## src/system_pkg.sv

```systemverilog
`default_nettype none

package system_pkg;

  typedef logic [31:0] addr_t;
  typedef logic [31:0] data_t;
  typedef logic [3:0]  strb_t;

  localparam int unsigned NumTargets = 3;

  // Each value doubles as the index of that target's response FIFO.
  typedef enum logic [1:0] {
    CtrlRegisters = 2'd0,
    L2Memory      = 2'd1,
    External      = 2'd2
  } target_e;

  // Reads and writes share one request word per transaction.
  typedef struct packed {
    addr_t addr;
    data_t wdata;
    strb_t strb;
    logic  we;
  } sys_req_t;

  typedef struct packed {
    data_t rdata;
    logic  err;
  } sys_rsp_t;

  localparam addr_t CtrlBaseAddr = 32'h4000_0000;
  localparam addr_t CtrlEndAddr  = 32'h4000_FFFF;
  localparam addr_t L2BaseAddr   = 32'h8000_0000;
  localparam addr_t L2EndAddr    = 32'hBFFF_FFFF;

  localparam logic [7:0] EocOffset       = 8'h00;
  localparam logic [7:0] WakeUpOffset    = 8'h04;
  localparam logic [7:0] TcdmStartOffset = 8'h08;
  localparam logic [7:0] TcdmEndOffset   = 8'h0C;
  localparam logic [7:0] NumCoresOffset  = 8'h10;

endpackage : system_pkg

`default_nettype wire

```

## src/sys_addr_decoder.sv

```systemverilog
`default_nettype none

module sys_addr_decoder #(
  parameter int unsigned ReqCredits = 4
) (
  input  logic                 clk_i,
  input  logic                 reset_i,
  input  logic                 req_empty_i,
  input  system_pkg::sys_req_t req_i,
  output logic                 req_pop_o,
  input  logic                 order_full_i,
  output logic                 order_push_o,
  output system_pkg::target_e  order_target_o,
  output logic                 l2_valid_o,
  output logic                 ctrl_valid_o,
  output logic                 ext_valid_o,
  output system_pkg::sys_req_t tgt_req_o,
  input  logic                 ext_credit_i
);

  import system_pkg::*;

  localparam int unsigned CntWidth = $clog2(ReqCredits + 1);

  target_e             target;
  logic                tgt_ready;
  logic                pop;
  logic                pop_ext;
  logic [CntWidth-1:0] ext_credits_q;
  logic                l2_valid_q;
  logic                ctrl_valid_q;
  logic                ext_valid_q;
  sys_req_t            req_q;

  always_comb begin
    if (req_i.addr >= CtrlBaseAddr && req_i.addr <= CtrlEndAddr) begin
      target = CtrlRegisters;
    end else if (req_i.addr >= L2BaseAddr && req_i.addr <= L2EndAddr) begin
      target = L2Memory;
    end else begin
      target = External;
    end
  end

  // only the external port needs a credit because l2 and ctrl responses always find room.
  assign tgt_ready = (target != External) || (ext_credits_q != '0);
  assign pop       = !req_empty_i && !order_full_i && tgt_ready;
  assign pop_ext   = pop && (target == External);

  always_ff @(posedge clk_i) begin
    if (reset_i) begin
      ext_credits_q <= CntWidth'(ReqCredits);
      l2_valid_q    <= 1'b0;
      ctrl_valid_q  <= 1'b0;
      ext_valid_q   <= 1'b0;
    end else begin
      ext_credits_q <= ext_credits_q + CntWidth'(ext_credit_i) - CntWidth'(pop_ext);
      l2_valid_q    <= pop && (target == L2Memory);
      ctrl_valid_q  <= pop && (target == CtrlRegisters);
      ext_valid_q   <= pop_ext;
    end
  end

  always_ff @(posedge clk_i) begin
    if (pop) begin
      req_q <= req_i;
    end
  end

  assign req_pop_o      = pop;
  assign order_push_o   = pop; // order is recorded at the same time the request leaves.
  assign order_target_o = target;
  assign l2_valid_o     = l2_valid_q;
  assign ctrl_valid_o   = ctrl_valid_q;
  assign ext_valid_o    = ext_valid_q;
  assign tgt_req_o      = req_q;

endmodule : sys_addr_decoder

`default_nettype wire

```

## config.mk

```make
export PLATFORM = sky130hd
export DESIGN_NAME = sys_addr_decoder
export DESIGN_NICKNAME = d
export VERILOG_FILES = /design/src/system_pkg.sv /design/src/sys_addr_decoder.sv
export SDC_FILE = /design/constraint.sdc
export NUM_CORES = 1
export LEC_CHECK = 0
export BUFFER_PORTS_ARGS = -buffer_cell sky130_fd_sc_hd__clkbuf_2
export CAP_MARGIN = 20
export CORE_MARGIN = 2
export CORE_UTILIZATION = 45
export DETAILED_ROUTE_END_ITERATION = 12
export GPL_TIMING_DRIVEN = 0
export HOLD_SLACK_MARGIN = 0.15
export PLACE_DENSITY = 0.83
export SKIP_CTS_REPAIR_TIMING = 1
export SLEW_MARGIN = 20
export SYNTH_ARGS = -nofsm -noshare
export SYNTH_HDL_FRONTEND = slang
export SYNTH_SLANG_ARGS = --single-unit
```

## constraint.sdc

```tcl
create_clock -name clk_i -period 7.95 [get_ports clk_i]
set_input_delay 0.795 -clock clk_i [delete_from_list [all_inputs] [get_ports clk_i]]
set_output_delay 0.795 -clock clk_i [all_outputs]
set_load 0.01 [all_outputs]
```

==> flow_summary.ini <==
[clock_network]
htreeDepth = 3
cts-root-buf = clkbuf_8
clk_path_buf_depth = 2
cts.sinks = 75
cts.reportedPaths.clkPinSlew_ps = 60
cts_buffers = 9
clk_latency_ps = 320
tritoncts = yes

[power_and_ir_drop]
p_total_mw = 0.8014
switchingPower_mw = 0.1803
switching_share = 0.2249
share_seq_of_total_power = 0.594
peakVddDrop_uv = 145.8
pwr-share-comb = 0.124
clkPwrFrac = 0.282
p_int_mw = 0.6211
p_leak_nw = 1.510
powerDensity_nw_per_um2 = 232.2

[placed_design]
portBuffers = 149
place_hpwl_um = 3683
gp_congestion = 0.6977
placed_cells = 324

[critical_path]
cp_max_fo = 33
cp_common_cell = clkbuf_2
crit_type = input port to primary output
worstPathCellList = clkbuf_2 > nor4_2 > and4_4 > o31a_2 > buf_12 > buf_4 > clkbuf_2
slowest_stage = nor4_2
end_kind = primary output
arrival_ps = 2260
required_ps = 7150
cp-start-kind = input port
cpPeakStageDelay_ps = 300

[sta]
hold_violations = 0
setup_tns_ps = 0
setup_viol = 0
rsz0062_at_grt = no
slew_headroom = 0.8184
hold_ws_ps = 591.8
period_needed_ps = 3056
fmax_ghz = 0.3273
worstMarginPinSlew_ps = 271.4
period_share = 0.3843
skew_ps = 5.999
slew_violations = 0

[finish]
area_delta_synth_final_pct = 42.22
diodes = 0
nNetsFinal = 342
stdcell_count = 339
drive_gt1_frac = 0.6357
final_util = 0.6674

[route]
routed_wl_um = 4667
drtIter0Drc = 52
routed_via_density = 4.422
routed-via-count = 1499
drt-pass1-iter-count = 4
drc = 0
ant_nets = 0
wl_per_cell_um = 13.77

[floorplanning]
dieArea_um2 = 5998
io_pins = 150
core-area_um2 = 5172
num_rows = 26
die_x_um = 77.45
initial_core_util = 0.4693
fp.dieH_um = 77.45

[synth]
syn_avg_cell_area_um2 = 23.57
synth.distinct_cells = 21
synth_edf_count = 69
synth_cells = 103
synth.top_cells.by_count = 69 x edfxtp_1, 6 x dfxtp_1, 3 x inv_1, 3 x nor2_1, 3 x nor4_2
ys.flop_type = edfxtp_1
synthTopCellsByArea = edfxtp_1 85%, dfxtp_1 4.9%, nor4_2 1.5%
synth_top_cell_area_share = 0.8536
yosysWarnings = 0
ys_seq_area_frac = 0.9031
synth_top_area_cell = edfxtp_1
synth.most_common_cell = edfxtp_1
async_reset_ff_frac = 0
ys_seq_elements = 75
synth.cell_area_um2 = 2427
syn-num-nets = 180

[outcome]
status = complete, no violations

[global_routing]
first_global_vias = 1544
grt_overflow = 0
grt_antenna_before_repair = 0
grt_max_degree = 35
grtUsageTotal = 0.1654
grt_pass1_wl_um = 7500

[run]
drv_cap = 0

[min_path]
min_path_type = register to register
## final cells by class
cell class              count  area [µm²]
fillers                   390        1720
repair buffers            151       785.8
multi-input cells          24       217.7
clock inverters             4       18.77
plain buffers               1       7.507
clock buffers              11       131.4
well taps                  70       87.58
inverters                   3       11.26
flip-flops and latches     75        2192
## metrics by stage
stage / worst slack [ps] / area [µm²]
final: 4894 / 3452
after global routing: 4801 / 3452
after CTS: 4857 / 3452
after detailed placement: 4853 / 3302
after global placement: 2887 / 3261
after floorplan: 3693 / 2427
## worst max-delay path, delay by kind of cell
kind,cells,cell delay (ps)
buf+inv,4,570
simple gates,2,600
compound gates,1,270
## state kept, by name, indices dropped and copies added (netlist names)
signal,cells
ext_credits_q,3
ext_valid_o,1
ctrl_valid_o,1
l2_valid_o,1
tgt_req_o,69
## power groups by stage
stage	combinational, mW	clock, mW	sequential (mW)
global placement	0.0918	0	0.487
detailed placement	0.102	0	0.485
floorplan	0.0318	0	0.499
finish	0.0997	0.226	0.476
CTS	0.102	0.235	0.476
global route	0.110	0.249	0.479
## logic make-up (layout without fill, tap and decap cells)
logic type / count (synthesis) / count (layout) / share of synthesized area
DFF: 75 / 75 / 0.9031
AOI/OAI and AO/OA: 1 / 1 / 0.003609
buffers and inverters: 4 / 170 / 0.007733
xor gates and xnor gates: 2 / 2 / 0.007218
adders and majority gates: 3 / 3 / 0.01856
and+or+nand+nor: 18 / 18 / 0.05980
## worst paths after layout
check | startpoint | endpoint | slack (ps) | cells past startpoint
max | req_i[58] | req_pop_o | 4890 | 7
max reg2reg | ext_credits_q[1] | ext_credits_q[2] | 5620 | 11
min reg2reg | ext_credits_q[1] | ext_credits_q[2] | 590 | 2
min | ext_credits_q[1] | ext_credits_q[2] | 590 | 2
## cell usage in the layout, fill, tap and decap left out, drive strengths merged
cell type	netlist	final
o31a	1	1
edfxtp	69	69
nor2	3	3
and2b	1	1
nor4	3	3
fa	1	1
nor3	2	2
clkinv	0	4
inv	3	3
nand3b	1	1
ha	2	2
nand2	1	1
and4	1	1
xnor2	1	1
dfxtp	6	6
clkbuf	0	160
nor2b	1	1
nand2b	1	1
xor2	1	1
and3b	2	2
or3	1	1
buf	1	3
nor4b	1	1
## routing by layer
metal | global-route usage | part of all wire | up-vias
met1 | 0.1867 | 0.38 | 680
met2 | 0.2896 | 0.53 | 89
met3 | 0.04535 | 0.082 | 7
met5 | 0 | 0 | -
li1 | - | - | 723
met4 | 0.08036 | 0.010 | 0
No activity file was read; power rests on OpenSTA's default activity.
