**src/system_pkg.sv**
```systemverilog
`default_nettype none

package system_pkg;

  typedef logic [31:0] addr_t;
  typedef logic [31:0] data_t;
  typedef logic [3:0]  strb_t;

  localparam int unsigned NumTargets = 3;

  // Each value doubles as the index of that target's response FIFO.
  typedef enum logic [1:0] {
    CtrlRegisters = 2'd0,
    L2Memory      = 2'd1,
    External      = 2'd2
  } target_e;

  // Reads and writes share one request word per transaction.
  typedef struct packed {
    addr_t addr;
    data_t wdata;
    strb_t strb;
    logic  we;
  } sys_req_t;

  typedef struct packed {
    data_t rdata;
    logic  err;
  } sys_rsp_t;

  localparam addr_t CtrlBaseAddr = 32'h4000_0000;
  localparam addr_t CtrlEndAddr  = 32'h4000_FFFF;
  localparam addr_t L2BaseAddr   = 32'h8000_0000;
  localparam addr_t L2EndAddr    = 32'hBFFF_FFFF;

  localparam logic [7:0] EocOffset       = 8'h00;
  localparam logic [7:0] WakeUpOffset    = 8'h04;
  localparam logic [7:0] TcdmStartOffset = 8'h08;
  localparam logic [7:0] TcdmEndOffset   = 8'h0C;
  localparam logic [7:0] NumCoresOffset  = 8'h10;

endpackage : system_pkg

`default_nettype wire

```
**src/ctrl_registers.sv**
```systemverilog
`default_nettype none

module ctrl_registers #(
  parameter int unsigned       NumCores        = 4,
  parameter system_pkg::addr_t TcdmBaseAddr    = '0,
  parameter int unsigned       TcdmSizePerCore = 4096
) (
  input  logic                 clk_i,
  input  logic                 reset_i,
  input  logic                 valid_i,
  input  system_pkg::sys_req_t req_i,
  output logic                 rsp_valid_o,
  output system_pkg::sys_rsp_t rsp_o,
  output logic [NumCores-1:0]  wake_up_o,
  output logic                 eoc_valid_o
);

  import system_pkg::*;

  localparam addr_t TcdmEndAddr = TcdmBaseAddr + addr_t'(NumCores * TcdmSizePerCore) - 1;

  logic                in_page;
  logic [7:0]          offset;
  logic                eoc_wr;
  logic                wake_wr;
  sys_rsp_t            rsp_d;
  sys_rsp_t            rsp_q;
  logic                rsp_valid_q;
  data_t               eoc_q;
  logic                eoc_valid_q;
  logic [NumCores-1:0] wake_up_q;

  assign in_page = (req_i.addr[15:8] == 8'h00);
  assign offset  = req_i.addr[7:0];
  assign eoc_wr  = valid_i && req_i.we && in_page && (offset == EocOffset);
  assign wake_wr = valid_i && req_i.we && in_page && (offset == WakeUpOffset);

  always_comb begin
    rsp_d = '0;
    if (!in_page) begin
      rsp_d.err = 1'b1;
    end else begin
      case (offset)
        EocOffset:       rsp_d.rdata = req_i.we ? '0 : eoc_q;
        WakeUpOffset:    rsp_d.rdata = '0;
        TcdmStartOffset: rsp_d.rdata = req_i.we ? '0 : TcdmBaseAddr;
        TcdmEndOffset:   rsp_d.rdata = req_i.we ? '0 : TcdmEndAddr;
        NumCoresOffset:  rsp_d.rdata = req_i.we ? '0 : data_t'(NumCores);
        default:         rsp_d.err   = 1'b1;
      endcase
    end
  end

  always_ff @(posedge clk_i) begin
    if (reset_i) begin
      rsp_valid_q <= 1'b0;
      eoc_q       <= '0;
      eoc_valid_q <= 1'b0;
      wake_up_q   <= '0;
    end else begin
      rsp_valid_q <= valid_i;
      wake_up_q   <= wake_wr ? req_i.wdata[NumCores-1:0] : '0; // one-cycle pulse.
      if (eoc_wr) begin
        for (int b = 0; b < 4; b++) begin
          if (req_i.strb[b]) begin
            eoc_q[8*b +: 8] <= req_i.wdata[8*b +: 8];
          end
        end
        eoc_valid_q <= req_i.wdata[0];
      end
    end
  end

  always_ff @(posedge clk_i) begin
    if (valid_i) begin
      rsp_q <= rsp_d;
    end
  end

  assign rsp_valid_o = rsp_valid_q;
  assign rsp_o       = rsp_q;
  assign wake_up_o   = wake_up_q;
  assign eoc_valid_o = eoc_valid_q;

endmodule : ctrl_registers

`default_nettype wire

```
**config.mk**
```make
export PLATFORM = sky130hd
export DESIGN_NAME = ctrl_registers
export DESIGN_NICKNAME = d
export VERILOG_FILES = /design/src/system_pkg.sv /design/src/ctrl_registers.sv
export SDC_FILE = /design/constraint.sdc
export NUM_CORES = 1
export LEC_CHECK = 0
export BUFFER_PORTS_ARGS = -buffer_cell sky130_fd_sc_hd__buf_2
export CAP_MARGIN = 20
export CORE_UTILIZATION = 25
export CTS_CLUSTER_DIAMETER = 150
export DETAILED_ROUTE_END_ITERATION = 16
export GPL_ROUTABILITY_DRIVEN = 0
export GPL_TIMING_DRIVEN = 0
export PLACE_DENSITY = 0.5
export SYNTH_ARGS = -nofsm -noshare
export SYNTH_HDL_FRONTEND = slang
export SYNTH_SLANG_ARGS = --single-unit
```
**constraint.sdc**
```tcl
create_clock -name clk_i -period 1.8 [get_ports clk_i]
set_clock_uncertainty 0.1 [all_clocks]
set_input_delay 0.09 -clock clk_i [delete_from_list [all_inputs] [get_ports clk_i]]
set_output_delay 0.09 -clock clk_i [all_outputs]
set_load 0.02 [all_outputs]
```
==> metrics.txt <==
Yosys warnings=0; CTS tree=yes; antenna violations before repair=0; global route overflow=0; Bufs on Longest Clock Path=2; status=completed; min cycle time layout=1.71 ns; via density per instance=4.72; row count=38; Reg clk slew, reported paths=0.06 ns; Area Overhead vs Synth=46.5%; crit-path max FO=10; share of cells above drive strength 1=31.9%; Post-Syn Instances=273; RSZ-0062 raised after global routing=false; clk sinks=71; first-pass GRT wire length=13000 um; Critical Path Source Type=input pin; GR Util All Layers=14.9%; CP Buf/Inv Count=3; number of max-cap violations=0; CP max-delay cell=or4_4; Finished Core Util=38.4%; crit-path max cell delay=0.56 ns; Hold Vio Cnt, Final=0; sequential share of the synthesized area=60.6%; DR vias=2603; Post-Route WL=8480 um; IO Port Bufs=89; fin nets=478; Max-slew headroom=65.8%; Max Fclk=584 MHz; worst path required time=1.89 ns; ANT cells=0; IO Pins=111; vias in the first global route=2462; largest net degree at the start of global routing=36; Initial Util=26.2%; Root Buffer=clkbuf_16; post-DP HPWL=5550 um; routed wire length per instance=15.4 um; worst vdd ir=0.357 mV; CP Class=in2reg; PwrDens=953 mW/mm^2; core box area=0.0110 mm^2; TritonCTS Buffers=9; synthesized flop and latch total=71; DRT iter0 DRCs=172; syn_area_per_cell=10.6 um^2; Die H=110 um; crit share post-route=95.2%; overall die area=0.0120 mm^2; count of cell types in the netlist=24; worst min path class=in2reg; # DRC=0; total power=4.03 mW; Die Width=110 um; worst-margin pin slew=0.513 ns; Slew Limit Fails=0; H-tree levels=3; setup slack at placement=-0.596 ns; DR pass1 iterations=7; Synthesized Nets=345; arrival time worst endpoint=1.80 ns; Clk Latency, worst-skew pair=0.33 ns; CP cell instances=buf_2, or4_4, buf_6, or4_4, buf_6, o21ai_1, a21oi_1; Cell Area, Synth=0.00289 mm^2; Worst path top cell family by delay=simple AND/OR/NAND/NOR gates; Setup crit end kind=flop; worst setup margin=0.0869 ns; Pleak=1.58 nW; final setup vio count=0; Final ANT Viol Nets=0
==> worst paths after layout <==
check                           cells past startpoint                endpoint  slack (ns)              startpoint
worst min register to register                      2  eoc_q[27]$_SDFFE_PP0P_        0.36  eoc_q[27]$_SDFFE_PP0P_
worst max register to register                      3  rsp_o[3]$_SDFFCE_PP0P_        0.73   eoc_q[2]$_SDFFE_PP0P_
worst max-delay path                                7   eoc_q[5]$_SDFFE_PP0P_        0.09               req_i[37]
worst min-delay path                                3  rsp_o[0]$_SDFFCE_PP1P_        0.02               req_i[41]
==> report_power, final <==
part | total (mW) | internal (mW) | switching, mW
Sequential | 1.72 | 1.72 | 0.00749
Clock | 2.04 | 1.39 | 0.644
Combinational | 0.271 | 0.120 | 0.151
==> per-layer routing <==
layer | part of all wire [%] | wire, um | vias to the layer above | global-route usage (%)
met2 | 49 | 4110 | 88 | 24.0
met4 | 2.6 | 221 | 0 | 7.52
li1 | - | - | 1282 | -
met3 | 4.8 | 411 | 18 | 3.14
met1 | 44 | 3730 | 1215 | 18.7
met5 | 0 | 0 | - | 0
==> state kept, by name, indices dropped and copies added (netlist names) <==
| name | count |
|---|---|
| eoc_valid_o | 1 |
| wake_up_o | 4 |
| eoc_q | 32 |
| rsp_o | 33 |
| rsp_valid_o | 1 |
==> stage by stage <==
stage	cell area (um^2)	hold WS (ns)	std cells	TNS, ns
3_5_place_dp	3510	0.230	503	-29.41
5_1_grt	4230	0.0445	551	0
3_3_place_gp	3510	0.230	502	-54.12
6_report	4230	0.0244	551	0
4_1_cts	4210	0.0118	552	-0.00139
2_1_floorplan	2890	0.102	273	-4.43
==> what timing repair did <==
item                                   in CTS  in global routing
setup endpoints to repair                  57                 39
hold buffers                               32                  0
gates resized for setup                     6                 13
buffers inserted                            1                  0
pin swaps                                   1                  4
endpoints found under the hold margin      37                  0
==> synth_stat cells <==
cell type	n	share of area, %
a21oi_1	47	8.1
nor2b_1	1	0.22
edfxtp_1	33	34
dfxtp_1	38	26
nor3_4	1	0.56
and2_1	24	5.2
nand4_1	32	6.9
clkbuf_2	1	0.17
nand3b_1	1	0.26
o21ai_1	30	5.2
buf_6	5	1.9
nor4_4	1	0.74
nor4b_1	3	0.91
nor4_1	2	0.43
or4_4	2	0.78
nor3_1	1	0.17
o21ai_0	6	1.0
nand3_1	5	0.87
nand2_1	5	0.65
clkbuf_1	9	1.2
or4_1	1	0.26
buf_2	9	1.6
or3_1	1	0.22
nor2_1	15	1.9
==> logic make-up (layout without fill, tap and decap cells) <==
family	Yosys count	count (layout)	share of synthesized area, %
compound gates	83	83	14.4
simple gates	95	95	20.1
buf+inv	24	162	4.85
flops	71	71	60.6
==> layout make-up <==
| cell class | instances | area, um^2 |
|---|---|---|
| plain buffers | 23 | 146 |
| clock buffers | 13 | 250 |
| clock inverters | 3 | 90.1 |
| fillers | 1139 | 6800 |
| multi-input cells | 178 | 1040 |
| flip-flops and latches | 71 | 1750 |
| well taps | 140 | 175 |
| repair buffers | 123 | 781 |
==> layout by cell type, fill, tap and decap left out, drive strengths merged, types with 5 or more instances in the layout <==
cell         count
nand3            5
nand4           32
a21oi           47
dlygate4sd3     32
clkbuf          25
edfxtp          33
nor2            15
nand2            5
dfxtp           38
and2            24
buf            102
o21ai           36
==> worst register-to-register path, delay by kind of cell (launching register included) <==
family | cells | cell delay (ns)
DFF | 1 | 0.32
and+or+nand+nor | 1 | 0.16
AOI/OAI and AO/OA | 2 | 0.25
Power figures use the tool's default switching activity.
