--- src/system_pkg.sv ---
`default_nettype none

package system_pkg;

  typedef logic [31:0] addr_t;
  typedef logic [31:0] data_t;
  typedef logic [3:0]  strb_t;

  localparam int unsigned NumTargets = 3;

  // Each value doubles as the index of that target's response FIFO.
  typedef enum logic [1:0] {
    CtrlRegisters = 2'd0,
    L2Memory      = 2'd1,
    External      = 2'd2
  } target_e;

  // Reads and writes share one request word per transaction.
  typedef struct packed {
    addr_t addr;
    data_t wdata;
    strb_t strb;
    logic  we;
  } sys_req_t;

  typedef struct packed {
    data_t rdata;
    logic  err;
  } sys_rsp_t;

  localparam addr_t CtrlBaseAddr = 32'h4000_0000;
  localparam addr_t CtrlEndAddr  = 32'h4000_FFFF;
  localparam addr_t L2BaseAddr   = 32'h8000_0000;
  localparam addr_t L2EndAddr    = 32'hBFFF_FFFF;

  localparam logic [7:0] EocOffset       = 8'h00;
  localparam logic [7:0] WakeUpOffset    = 8'h04;
  localparam logic [7:0] TcdmStartOffset = 8'h08;
  localparam logic [7:0] TcdmEndOffset   = 8'h0C;
  localparam logic [7:0] NumCoresOffset  = 8'h10;

endpackage : system_pkg

`default_nettype wire

--- src/credit_fifo.sv ---
`default_nettype none

module credit_fifo #(
  parameter type         payload_t = logic,
  parameter int unsigned Depth     = 4
) (
  input  logic     clk_i,
  input  logic     reset_i,
  input  logic     push_i,
  input  payload_t data_i,
  input  logic     pop_i,
  output payload_t data_o,
  output logic     empty_o,
  output logic     credit_o
);

  localparam int unsigned PtrWidth = (Depth > 1) ? $clog2(Depth) : 1;
  localparam int unsigned CntWidth = $clog2(Depth + 1);

  payload_t                mem_q [Depth];
  logic     [PtrWidth-1:0] wr_ptr_q;
  logic     [PtrWidth-1:0] rd_ptr_q;
  logic     [CntWidth-1:0] count_q;
  logic                    credit_q;

  always_ff @(posedge clk_i) begin
    if (reset_i) begin
      wr_ptr_q <= '0;
      rd_ptr_q <= '0;
      count_q  <= '0;
      credit_q <= 1'b0;
    end else begin
      if (push_i) begin
        wr_ptr_q <= (wr_ptr_q == PtrWidth'(Depth - 1)) ? '0 : wr_ptr_q + 1'b1;
      end
      if (pop_i) begin
        rd_ptr_q <= (rd_ptr_q == PtrWidth'(Depth - 1)) ? '0 : rd_ptr_q + 1'b1;
      end
      count_q  <= count_q + CntWidth'(push_i) - CntWidth'(pop_i);
      credit_q <= pop_i; // the freed slot goes back to the sender.
    end
  end

  always_ff @(posedge clk_i) begin
    if (push_i) begin
      mem_q[wr_ptr_q] <= data_i;
    end
  end

  assign data_o   = mem_q[rd_ptr_q];
  assign empty_o  = (count_q == '0);
  assign credit_o = credit_q;

endmodule : credit_fifo

`default_nettype wire

--- src/rsp_reorder.sv ---
`default_nettype none

module rsp_reorder #(
  parameter int unsigned OrderDepth = 8,
  parameter int unsigned RspCredits = 4
) (
  input  logic                                                 clk_i,
  input  logic                                                 reset_i,
  input  logic                                                 order_push_i,
  input  system_pkg::target_e                                  order_target_i,
  output logic                                                 order_full_o,
  input  logic                 [system_pkg::NumTargets-1:0]    empty_i,
  input  system_pkg::sys_rsp_t [system_pkg::NumTargets-1:0]    rsp_i,
  output logic                 [system_pkg::NumTargets-1:0]    pop_o,
  output logic                                                 rsp_valid_o,
  output system_pkg::sys_rsp_t                                 rsp_o,
  input  logic                                                 rsp_credit_i,
  output logic                                                 busy_o
);

  import system_pkg::*;

  localparam int unsigned OrdWidth = $clog2(OrderDepth + 1);
  localparam int unsigned RspWidth = $clog2(RspCredits + 1);

  target_e             head;
  logic                order_empty;
  logic                order_credit;
  logic                emit;
  logic [OrdWidth-1:0] order_slots_q;
  logic [RspWidth-1:0] rsp_credits_q;
  logic                rsp_valid_q;
  sys_rsp_t            rsp_q;

  credit_fifo #(
    .payload_t(target_e  ),
    .Depth    (OrderDepth)
  ) u_order_fifo (
    .clk_i   (clk_i         ),
    .reset_i (reset_i       ),
    .push_i  (order_push_i  ),
    .data_i  (order_target_i),
    .pop_i   (emit          ),
    .data_o  (head          ),
    .empty_o (order_empty   ),
    .credit_o(order_credit  )
  );

  // the head target's response must be present and a response credit held.
  assign emit = !order_empty && !empty_i[head] && (rsp_credits_q != '0);

  always_comb begin
    pop_o = '0;
    if (emit) begin
      pop_o[head] = 1'b1;
    end
  end

  always_ff @(posedge clk_i) begin
    if (reset_i) begin
      order_slots_q <= OrdWidth'(OrderDepth);
      rsp_credits_q <= RspWidth'(RspCredits);
      rsp_valid_q   <= 1'b0;
    end else begin
      order_slots_q <= order_slots_q + OrdWidth'(order_credit) - OrdWidth'(order_push_i);
      rsp_credits_q <= rsp_credits_q + RspWidth'(rsp_credit_i) - RspWidth'(emit);
      rsp_valid_q   <= emit;
    end
  end

  always_ff @(posedge clk_i) begin
    if (emit) begin
      rsp_q <= rsp_i[head];
    end
  end

  assign order_full_o = (order_slots_q == '0);
  assign rsp_valid_o  = rsp_valid_q;
  assign rsp_o        = rsp_q;
  assign busy_o       = !order_empty;

endmodule : rsp_reorder

`default_nettype wire

--- config.mk ---
export PLATFORM = sky130hd
export DESIGN_NAME = rsp_reorder
export DESIGN_NICKNAME = d
export VERILOG_FILES = /design/src/system_pkg.sv /design/src/credit_fifo.sv /design/src/rsp_reorder.sv
export SDC_FILE = /design/constraint.sdc
export NUM_CORES = 1
export LEC_CHECK = 0
export BUFFER_PORTS_ARGS = -buffer_cell sky130_fd_sc_hd__buf_2
export CORE_MARGIN = 5
export CORE_UTILIZATION = 49
export CTS_CLUSTER_SIZE = 30
export DETAILED_ROUTE_END_ITERATION = 10
export GPL_TIMING_DRIVEN = 0
export PLACE_DENSITY = 0.82
export SLEW_MARGIN = 0
export SYNTH_ARGS = -nofsm -noshare
export SYNTH_HDL_FRONTEND = slang
export SYNTH_SLANG_ARGS = --single-unit
--- constraint.sdc ---
create_clock -name clk_i -period 8.8 [get_ports clk_i]
set_input_delay 0.44 -clock clk_i [delete_from_list [all_inputs] [get_ports clk_i]]
set_output_delay 0.44 -clock clk_i [all_outputs]
set_load 0.01 [all_outputs]
==> impl_metrics.csv <==
group,metric,value,unit
status,status,"finished, final reports clean",
floorplanning,die-area,8670,um^2
floorplanning,die_y,93.1,um
setup_path,regToRegEndpoint,"u_order_fifo.count_q[3]$_SDFF_PP0_",
synth,synthesis.nets,411,
final_layout,num_antenna_cells,0,
place,place.port_buffers,146,
synth,syn_area,3380,um^2
setup_path,slowest_stage,"mux4_2",
min_path,min-delay-path-class,"in2reg",
clock_network,cts_tree,"yes",
routing,drt-total-wl,8.82,mm
final_layout,multi_input_area,1380,um^2
sta,finalClockSkew,0.0111,ns
final_layout,drive_above_1_share,0.388,
clock_network,root_buffer,"clkbuf_8",
routing,ant_nets,0,
routing,viasPerCell,5.15,
sta,min_period,3.85,ns
synth,async_flop_share,0,
global_route,grt_pass1_wl,13.4,mm
synth,yosysUniqueCellTypes,29,
global_route,grt-ovfl-total,0,
synth,synthMostInstantiatedCell,"edfxtp_1",
global_route,grt.total_usage,0.202,
sta,slew_violations,0,
sta,worstMarginPinSlew,0.500,ns
setup_path,critical-path-top-delay-family,"multiplexers",
synth,synth.area.top_cells,"edfxtp_1 43%, dfxtp_1 12%, mux2i_1 11%, ha_1 5.2%, o21ai_0 4.9%",
sta,hold_violations,0,
setup_path,cp.depth,12,
routing,drc,0,
synth,syn_inst,286,
floorplanning,row_count,30,
setup_path,cpPeakStageDelay,0.55,ns
min_path,min-delay-start,"rsp_i[94]",
clock_network,clkLatencyLatePin,0.34,ns
place,place_congestion,0.767,
clock_network,post_cts_buffers,0,
synth,synth_seq_cells,70,
global_route,grt_max_degree,40,
clock_network,cts-htree-levels,3,
setup_path,cp.required,9.02,ns
clock_network,cts_buffers,9,
sta,final.setup.tns,0,ns
routing,routedWlPerCell,16.7,um
sta,fmax,0.260,GHz
sta,rsz0062_at_grt,"false",
global_route,antenna_found_initial,0,
setup_path,crit_path_max_fanout,39,
clock_network,clock-sinks,70,
clock_network,cts_buffer_depth,2,
floorplanning,initial_core_util,0.501,
clock_network,ctsResizeCount,0,
synth,yosys.area.top_type,"edfxtp_1",
setup_path,arrival,4.07,ns
place,dp_hpwl,7.03,mm
setup_path,cp-end-kind,"flip-flop",
final_layout,fin_nets,568,
power_and_ir_drop,finalPower,1.47,mW
synth,synthTopCellsByCount,"49 x edfxtp_1, 37 x mux2i_1, 37 x nand2_1",
routing,drtIter0Drc,102,
min_path,holdPathEnd,"rsp_o[28]$_DFFE_PP_",
sta,period_share,0.437,
setup_path,cp-start-kind,"flip-flop",
synth,ys_seq_area_frac,0.559,
setup_path,reg2reg_slack,4.95,ns
power_and_ir_drop,powerDensity,333,nW/um^2
floorplanning,die_width,93.1,um
power_and_ir_drop,power_leakage,2.02,nW
setup_path,worst-setup-path-type,"reg2reg",
sta,slew_headroom,0.667,
routing,firstDrtPassIters,4,
clock_network,hold_buffers,0,
floorplanning,pin_count,147,
synth,synth_top_flop_cell,"edfxtp_1",
min_path,whs_path_depth,3,
final_layout,num-fill-cells,530,
synth,synth_edf_count,49,
synth,yosys_warnings,0,
run,cap_violations,0,
setup_path,reg2reg_depth,12,
synth,synth_top_area_share,0.435,
final_layout,seq_area,1890,um^2
final_layout,fin_util,0.652,
floorplanning,design.core.area,6760,um^2
synth,postSynthAreaPerCell,11.8,um^2
clock_network,path_clk_slew,0.07,ns
power_and_ir_drop,ir_worst_vdd,0.183,mV
global_route,first_global_vias,2722,
final_layout,synthToLayoutAreaGrowth,30.2,%
setup_path,worst-path-buf-inv,2,
sta,setup_violations,0,
setup_path,path_cells,"mux4_2 -> mux2i_1 -> buf_2 -> mux2_2 -> a221o_2 -> inv_4 -> nand2b_1 -> ha_1 -> a21o_1 -> a21oi_1 -> xnor2_1 -> nor2_1",
routing,vias,2720,
metal layers:
layer,GRT usage,part of all wire,vias up
met3,0.0515,0.082,18
met5,0,0,-
met2,0.364,0.51,113
li1,-,-,1321
met4,0.0769,0.025,0
met1,0.230,0.39,1268
where the power goes:
group	internal, mW	switching (mW)	leakage [nW]	total, mW
clock network	0.137	0.115	0.0940	0.253
registers	0.520	0.0489	0.642	0.569
logic	0.275	0.370	1.28	0.646
state kept, by name (all words and copies together), names as in the netlist, named ones only:
signal	flops
rsp_o	33
u_order_fifo.rd_ptr_q	3
u_order_fifo.count_q	4
u_order_fifo.credit_o	1
order_slots_q	4
rsp_credits_q	3
u_order_fifo.mem_q	16
u_order_fifo.wr_ptr_q	3
logic make-up after synthesis:
family                     count (synthesis)  share of synthesized area
buffers and inverters                     27                     0.0344
xor gates and xnor gates                   8                     0.0207
and+or+nand+nor                           79                      0.104
DFF                                       70                      0.559
AOI/OAI and AO/OA                         41                     0.0647
muxes                                     44                      0.147
adders and majority gates                 17                     0.0695
tightest hold or removal path: cells and delay by family:
kind	cells	cell delay [ns]
buf+inv	1	0.07
simple gates	1	0.03
compound gates	1	0.06
layout make-up:
| class | count | share of cell area |
|---|---|---|
| buffer | 13 | 0.0139 |
| clock buffer | 12 | 0.0329 |
| timing repair buffer | 146 | 0.166 |
| clock inverter | 4 | 0.0105 |
| sequential | 70 | 0.429 |
| tap | 80 | 0.0227 |
| inverter | 14 | 0.0125 |
| multi-input combinational | 189 | 0.312 |
layout by cell type (no fill, tap or decap), drive strengths merged, types with 5 or more instances in the layout:
cell,instances
mux2i,37
dfxtp,21
nand2,37
nand2b,10
o21ai,33
edfxtp,49
nor2b,5
clkbuf,20
ha,14
xnor2,6
nor2,19
buf,151
inv,14
worst max path at each step:
stage                   start                                  to  slack [ns]
floorplan           flip-flop  u_order_fifo.count_q[3]$_SDFF_PP0_        5.40
global placement    flip-flop  u_order_fifo.count_q[3]$_SDFF_PP0_        5.02
detailed placement  flip-flop  u_order_fifo.count_q[3]$_SDFF_PP0_        4.92
CTS                 flip-flop  u_order_fifo.count_q[3]$_SDFF_PP0_        4.91
global route        flip-flop  u_order_fifo.count_q[3]$_SDFF_PP0_        4.71
finish              flip-flop  u_order_fifo.count_q[3]$_SDFF_PP0_        4.95
metrics by stage:
stage	cells	area (um^2)	hold slack (ns)	setup slack (ns)
floorplan	286	3380	0.468	5.40
CTS	528	4410	0.361	4.91
finish	528	4410	0.370	4.95
global placement	512	4210	0.486	5.02
detailed placement	512	4210	0.502	4.92
global route	528	4410	0.352	4.71
Power figures use the tool's default switching activity.
