$ cat config.mk
export PLATFORM = sky130hd
export DESIGN_NAME = credit_fifo
export DESIGN_NICKNAME = d
export VERILOG_FILES = /design/src/credit_fifo.sv
export SDC_FILE = /design/constraint.sdc
export NUM_CORES = 1
export LEC_CHECK = 0
export ABC_AREA = 0
export BUFFER_PORTS_ARGS = -buffer_cell sky130_fd_sc_hd__buf_2
export CAP_MARGIN = 30
export CORE_MARGIN = 5
export CORE_UTILIZATION = 45
export DETAILED_ROUTE_END_ITERATION = 8
export PLACE_DENSITY_LB_ADDON = 0.05
export SLEW_MARGIN = 15
export SYNTH_ARGS = -nofsm -noshare
export SYNTH_HDL_FRONTEND = slang
export SYNTH_SLANG_ARGS = --single-unit
$ cat constraint.sdc
create_clock -name clk_i -period 2.3 [get_ports clk_i]
set_clock_uncertainty 0.15 [all_clocks]
set_input_delay 0.345 -clock clk_i [delete_from_list [all_inputs] [get_ports clk_i]]
set_output_delay 0.345 -clock clk_i [all_outputs]
set_load 0.05 [all_outputs]
$ cat src/credit_fifo.sv
`default_nettype none

module credit_fifo #(
  parameter type         payload_t = logic,
  parameter int unsigned Depth     = 4
) (
  input  logic     clk_i,
  input  logic     reset_i,
  input  logic     push_i,
  input  payload_t data_i,
  input  logic     pop_i,
  output payload_t data_o,
  output logic     empty_o,
  output logic     credit_o
);

  localparam int unsigned PtrWidth = (Depth > 1) ? $clog2(Depth) : 1;
  localparam int unsigned CntWidth = $clog2(Depth + 1);

  payload_t                mem_q [Depth];
  logic     [PtrWidth-1:0] wr_ptr_q;
  logic     [PtrWidth-1:0] rd_ptr_q;
  logic     [CntWidth-1:0] count_q;
  logic                    credit_q;

  always_ff @(posedge clk_i) begin
    if (reset_i) begin
      wr_ptr_q <= '0;
      rd_ptr_q <= '0;
      count_q  <= '0;
      credit_q <= 1'b0;
    end else begin
      if (push_i) begin
        wr_ptr_q <= (wr_ptr_q == PtrWidth'(Depth - 1)) ? '0 : wr_ptr_q + 1'b1;
      end
      if (pop_i) begin
        rd_ptr_q <= (rd_ptr_q == PtrWidth'(Depth - 1)) ? '0 : rd_ptr_q + 1'b1;
      end
      count_q  <= count_q + CntWidth'(push_i) - CntWidth'(pop_i);
      credit_q <= pop_i; // the freed slot goes back to the sender.
    end
  end

  always_ff @(posedge clk_i) begin
    if (push_i) begin
      mem_q[wr_ptr_q] <= data_i;
    end
  end

  assign data_o   = mem_q[rd_ptr_q];
  assign empty_o  = (count_q == '0);
  assign credit_o = credit_q;

endmodule : credit_fifo

`default_nettype wire

==> impl_metrics.json, run 1 <==
{
  "rsz0062_at_grt": "no",
  "most-common-layout-cells": "dfxtp_1, ha_1, buf_2, inv_1",
  "post-cts-setup-buffers": 0,
  "grt_usage_pct": 11.57,
  "r2r_cells": 8,
  "hp-start": "data_i",
  "grt_pass1_wl_um": 1683,
  "netlist_area_um2": 613.1,
  "fmax_ghz": 0.5322,
  "crit_type": "flip-flop to flip-flop",
  "start_kind": "flip-flop",
  "worst_pin_slew_ns": 0.2519,
  "core_area_um2": 1301,
  "r2r_slack_ns": 0.42,
  "r2r_start": "count_q[0]",
  "hold_class": "input port to flip-flop",
  "p_per_area_nw_per_um2": 903.9,
  "dp.cells": 70,
  "drive_gt1_share_pct": 22.03,
  "clock_latency_ns": 0.28,
  "dpl.hpwl_um": 737.7,
  "ioPinCount": 8,
  "cts_buffer_depth": 2,
  "n_antenna_cell": 0,
  "grt.met2_usage_pct": 19.51,
  "multi_input_area_um2": 274.0,
  "cts.htree.levels": 1,
  "ctsResizeCount": 0,
  "grt_use_met1_pct": 12.89,
  "yosys_register_bits": 14,
  "rows": 13,
  "syn_area_per_cell_um2": 12.77,
  "drc_errors": 0,
  "final_common_cell": "dfxtp_1",
  "ys_warn_count": 0,
  "synth_cells": 48,
  "fin_crit_ns": 1.879,
  "nets": 73,
  "cp-end-kind": "flip-flop",
  "ctsHoldBuffers": 0,
  "status": "finished clean",
  "wl_per_cell_um": 12.91,
  "dr.pass1.iters": 1,
  "slowest_delay_ns": 0.36,
  "grt-busiest-layer": "met2",
  "finalPower_mw": 0.6356,
  "vias": 359,
  "antenna_found_initial": 0,
  "yosysUniqueCellTypes": 16,
  "setup_violations": 0,
  "setup-tns-final_ns": 0,
  "worstPathCellList": "inv_1, ha_1, inv_1, ha_1, inv_1, fa_1, xnor3_1, nor2_1",
  "die_h_um": 46.91,
  "drt_wl_total_um": 955,
  "crit_path_start": "count_q[0]",
  "maxSlewViolCount": 0,
  "layout_setup_ws_ns": 0.4208,
  "seq_area_frac_synth_pct": 52.24,
  "fin_cells": 74,
  "whs_ns": 0.1227,
  "worstPathArrival_ns": 1.91,
  "syn-num-nets": 61,
  "critical_path_peak_fanout": 2,
  "hold_viol_final": 0,
  "ir_worst_vdd_v": 0.0004226,
  "cts.clk_slew.worst_paths_ns": 0.08,
  "die-area_um2": 2201,
  "chipWidth_um": 46.91,
  "slowest_stage": "xnor3_1",
  "vias_per_cell": 4.851,
  "fillCellCount": 120,
  "hold_depth": 1,
  "first_global_vias": 395,
  "reg2reg_to": "count_q[2]",
  "place_area_um2": 666.9,
  "gp_congestion": 0.7409,
  "ant_nets": 0,
  "fin_area_um2": 703.2,
  "p_leak_nw": 0.3163,
  "initial_core_util_pct": 47.12,
  "seqCellArea_um2": 320.3,
  "cap_viol_max_count": 0,
  "cts_made_buffers": 3,
  "grt_max_degree": 9,
  "grt.overflow.total": 0,
  "portBuffers": 7,
  "use_met3_pct": 3.448,
  "clockRootBuffer": "clkbuf_4",
  "dpl_worst_slack_ns": 0.2931,
  "min_to": "mem_q[3]",
  "slew_headroom_pct": 83.32,
  "required_ns": 2.33,
  "drtIter0Drc": 0,
  "timing.final.crit_share_pct": 81.70,
  "cts_tree": "built",
  "cts_sinks": 14,
  "fin_util_pct": 54.04,
  "cpMostUsedCell": "inv_1",
  "synthToLayoutAreaGrowth_pct": 14.69
}
[worst max-delay path: cells and delay by family, from the launching register on]
kind / cells / cell delay, ns
adder cells (fa/ha/maj): 3 / 0.75
XOR/XNOR: 1 / 0.36
flip-flops: 1 / 0.34
buffers and inverters: 3 / 0.15
AND/OR/NAND/NOR: 1 / 0.04
[where the power goes]
part	internal [mW]	total, mW	switching, mW
clock network	0.0964	0.177	0.0810
registers	0.283	0.302	0.0197
logic	0.0674	0.156	0.0885
[layout make-up]
class / count / share of cell area (%)
clock buffer: 4 / 5.160
inverter: 5 / 2.669
multi-input combinational: 29 / 38.97
sequential: 14 / 45.55
tap: 15 / 2.669
timing repair buffer: 7 / 4.982
[routing by layer]
layer / vias to the layer above / part of all wire (%)
met2: 7 / 54
met1: 167 / 39
li1: 183 / -
met4: 0 / 2.3
met3: 2 / 4.2
met5: - / 0
[cell usage after synthesis]
cell type / number / area share, %
edfxtp_1: 4 / 20
or3b_1: 2 / 2.9
and2_1: 4 / 4.1
dfxtp_1: 10 / 33
nor2_1: 4 / 2.4
nor3_1: 1 / 0.82
nand2b_1: 2 / 2.0
ha_1: 7 / 14
xnor3_1: 1 / 3.7
mux2i_1: 2 / 3.3
nor2b_1: 2 / 2.0
a21oi_1: 1 / 0.82
fa_1: 1 / 3.3
mux4_2: 1 / 3.7
inv_1: 5 / 3.1
a21oi_2: 1 / 1.4
[worst max-delay path by stage]
stage	to	slack, ns	cells past startpoint
6_report	count_q[2]	0.42	8
5_1_grt	count_q[2]	0.33	8
4_1_cts	count_q[2]	0.41	8
3_5_place_dp	count_q[2]	0.29	8
3_3_place_gp	count_q[2]	0.32	8
2_1_floorplan	empty_o	0.38	1
[kinds of logic (layout without fill, tap and decap cells)]
family                   Yosys count  after routing  synth area share, %
XOR/XNOR                           1              1                3.673
AO/OA/AOI/OAI                      2              2                2.244
flip-flops                        14             14                52.25
AND/OR/NAND/NOR                   15             15                14.28
multiplexers                       3              3                6.939
buffers and inverters              5             16                3.062
adder cells (fa/ha/maj)            8              8                17.55
(Power assumes the default switching activity.)
==> run 2, diff against run 1 <==
==> constraint.sdc (replaced) <==
create_clock -name clk_i -period 1.7 [get_ports clk_i]
set_clock_uncertainty 0.15 [all_clocks]
set_input_delay 0.255 -clock clk_i [delete_from_list [all_inputs] [get_ports clk_i]]
set_output_delay 0.255 -clock clk_i [all_outputs]
set_load 0.05 [all_outputs]
==> run 2 against run 1 <==
  * Die area unchanged
  * Combinational power increased by 56%
  * Final cell count increased by 2.7%
  * Critical path depth decreased by 6
==> impl_metrics.json, run 2 (synthesis gave the netlist of run 1 again) <==
{
  "worst_pin_slew_ns": 0.2530,
  "p_leak_nw": 0.3228,
  "ioPinCount": 8,
  "fillCellCount": 120,
  "ir_worst_vdd_v": 0.0007989,
  "start_kind": "flip-flop",
  "drive_gt1_share_pct": 36.07,
  "fmax_ghz": 0.5971,
  "hold_class": "input port to flip-flop",
  "slew_headroom_pct": 83.25,
  "status": "finished clean",
  "ant_nets": 0,
  "vias": 360,
  "ctsHoldBuffers": 0,
  "portBuffers": 7,
  "cts.clk_slew.worst_paths_ns": 0.08,
  "drt_wl_total_um": 796,
  "cts_sinks": 14,
  "clockRootBuffer": "clkbuf_4",
  "rows": 13,
  "r2r_start": "count_q[0]",
  "cts_tree": "built",
  "dr.pass1.iters": 5,
  "cts_buffer_depth": 2,
  "multi_input_area_um2": 306.5,
  "grt.overflow.total": 0,
  "die_h_um": 46.91,
  "fin_util_pct": 57.50,
  "vias_per_cell": 4.737,
  "chipWidth_um": 46.91,
  "hold_viol_final": 0,
  "hp-start": "data_i",
  "die-area_um2": 2201,
  "p_per_area_nw_per_um2": 1116,
  "antenna_found_initial": 0,
  "cap_viol_max_count": 0,
  "wl_per_cell_um": 10.47,
  "layout_setup_ws_ns": 0.02530,
  "first_global_vias": 393,
  "cts.htree.levels": 1,
  "seqCellArea_um2": 321.6,
  "most-common-layout-cells": "dfxtp_1, buf_2, ha_1",
  "dpl_worst_slack_ns": -0.06282,
  "drc_errors": 0,
  "grt_pass1_wl_um": 1497,
  "grt_usage_pct": 10.24,
  "clock_latency_ns": 0.27,
  "drtIter0Drc": 2,
  "synthToLayoutAreaGrowth_pct": 22.04,
  "required_ns": 1.29,
  "core_area_um2": 1301,
  "critical_path_peak_fanout": 1,
  "gp_congestion": 0.7379,
  "n_antenna_cell": 0,
  "crit_path_start": "mem_q[0]",
  "initial_core_util_pct": 47.12,
  "worstPathArrival_ns": 1.27,
  "crit_type": "flip-flop to output port",
  "setup_violations": 0,
  "cp-end-kind": "output port",
  "fin_crit_ns": 1.675,
  "maxSlewViolCount": 0,
  "grt_max_degree": 9,
  "cts_made_buffers": 3,
  "dpl.hpwl_um": 669.1,
  "timing.final.crit_share_pct": 98.51,
  "nets": 75,
  "final_common_cell": "dfxtp_1",
  "rsz0062_at_grt": "yes"
}
run 2: cell types whose count changed in the layout (fill, tap and decap cells not counted), sizes merged:
cell / before / now
buf: 7 / 9
clkbuf: 4 / 3
clkinv: 0 / 1
run 2: timing repair:
action                                  CTS  global route
endpoints found under the setup margin    2             3
pin swaps                                 0             3
resized for setup                         4             6
buffers inserted                          0             0
run 2: per-stage QoR:
step / hold slack (ns) / TNS [ns] / total power, mW / cell area (um2) / cells
after global routing: 0.02664 / -0.05864 / 0.9024 / 748.2 / 76
after CTS: 0.04086 / 0 / 0.8360 / 723.2 / 76
after global placement: 0.3153 / -0.01705 / 0.6329 / 686.9 / 72
final: 0.04827 / 0 / 0.8353 / 748.2 / 76
after floorplan: 0.1674 / 0 / 0.5928 / 618.1 / 48
after detailed placement: 0.3235 / -0.06282 / 0.6475 / 686.9 / 72
run 2: power by group:
| group | internal [mW] | leakage (nW) | total (mW) | switching, mW |
|---|---|---|---|---|
| clock | 0.0848 | 0.0154 | 0.178 | 0.0930 |
| combinational | 0.119 | 0.188 | 0.244 | 0.125 |
| sequential | 0.383 | 0.120 | 0.414 | 0.0305 |
| total | 0.587 | 0.323 | 0.835 | 0.248 |
run 2: worst paths after layout:
check / to / slack [ns] / depth (start not counted)
worst min register to register: flip-flop / 0.38 / 2
worst max register to register: count_q[2] / 0.06 / 8
worst min-delay path: mem_q[0] / 0.05 / 1
worst max-delay path: data_o / 0.03 / 2
run 2: layout make-up:
class,instances,share of cell area (%)
clock buffer,3,3.010
clock inverter,1,0.5017
inverter,5,2.508
multi-input combinational,29,40.97
sequential,14,42.98
tap,15,2.508
timing repair buffer,9,7.525
run 2: per-layer routing:
metal | wire length [um] | track usage (%)
met5 | 0 | 0
met3 | 47 | 4.981
met4 | 0 | 7.182
met1 | 314 | 9.069
met2 | 434 | 17.89
run 2: worst max-delay path, stage by stage (launching register included):
cell and delay (ns):
edfxtp_1 0.37, mux4_2 0.47, buf_6 0.17
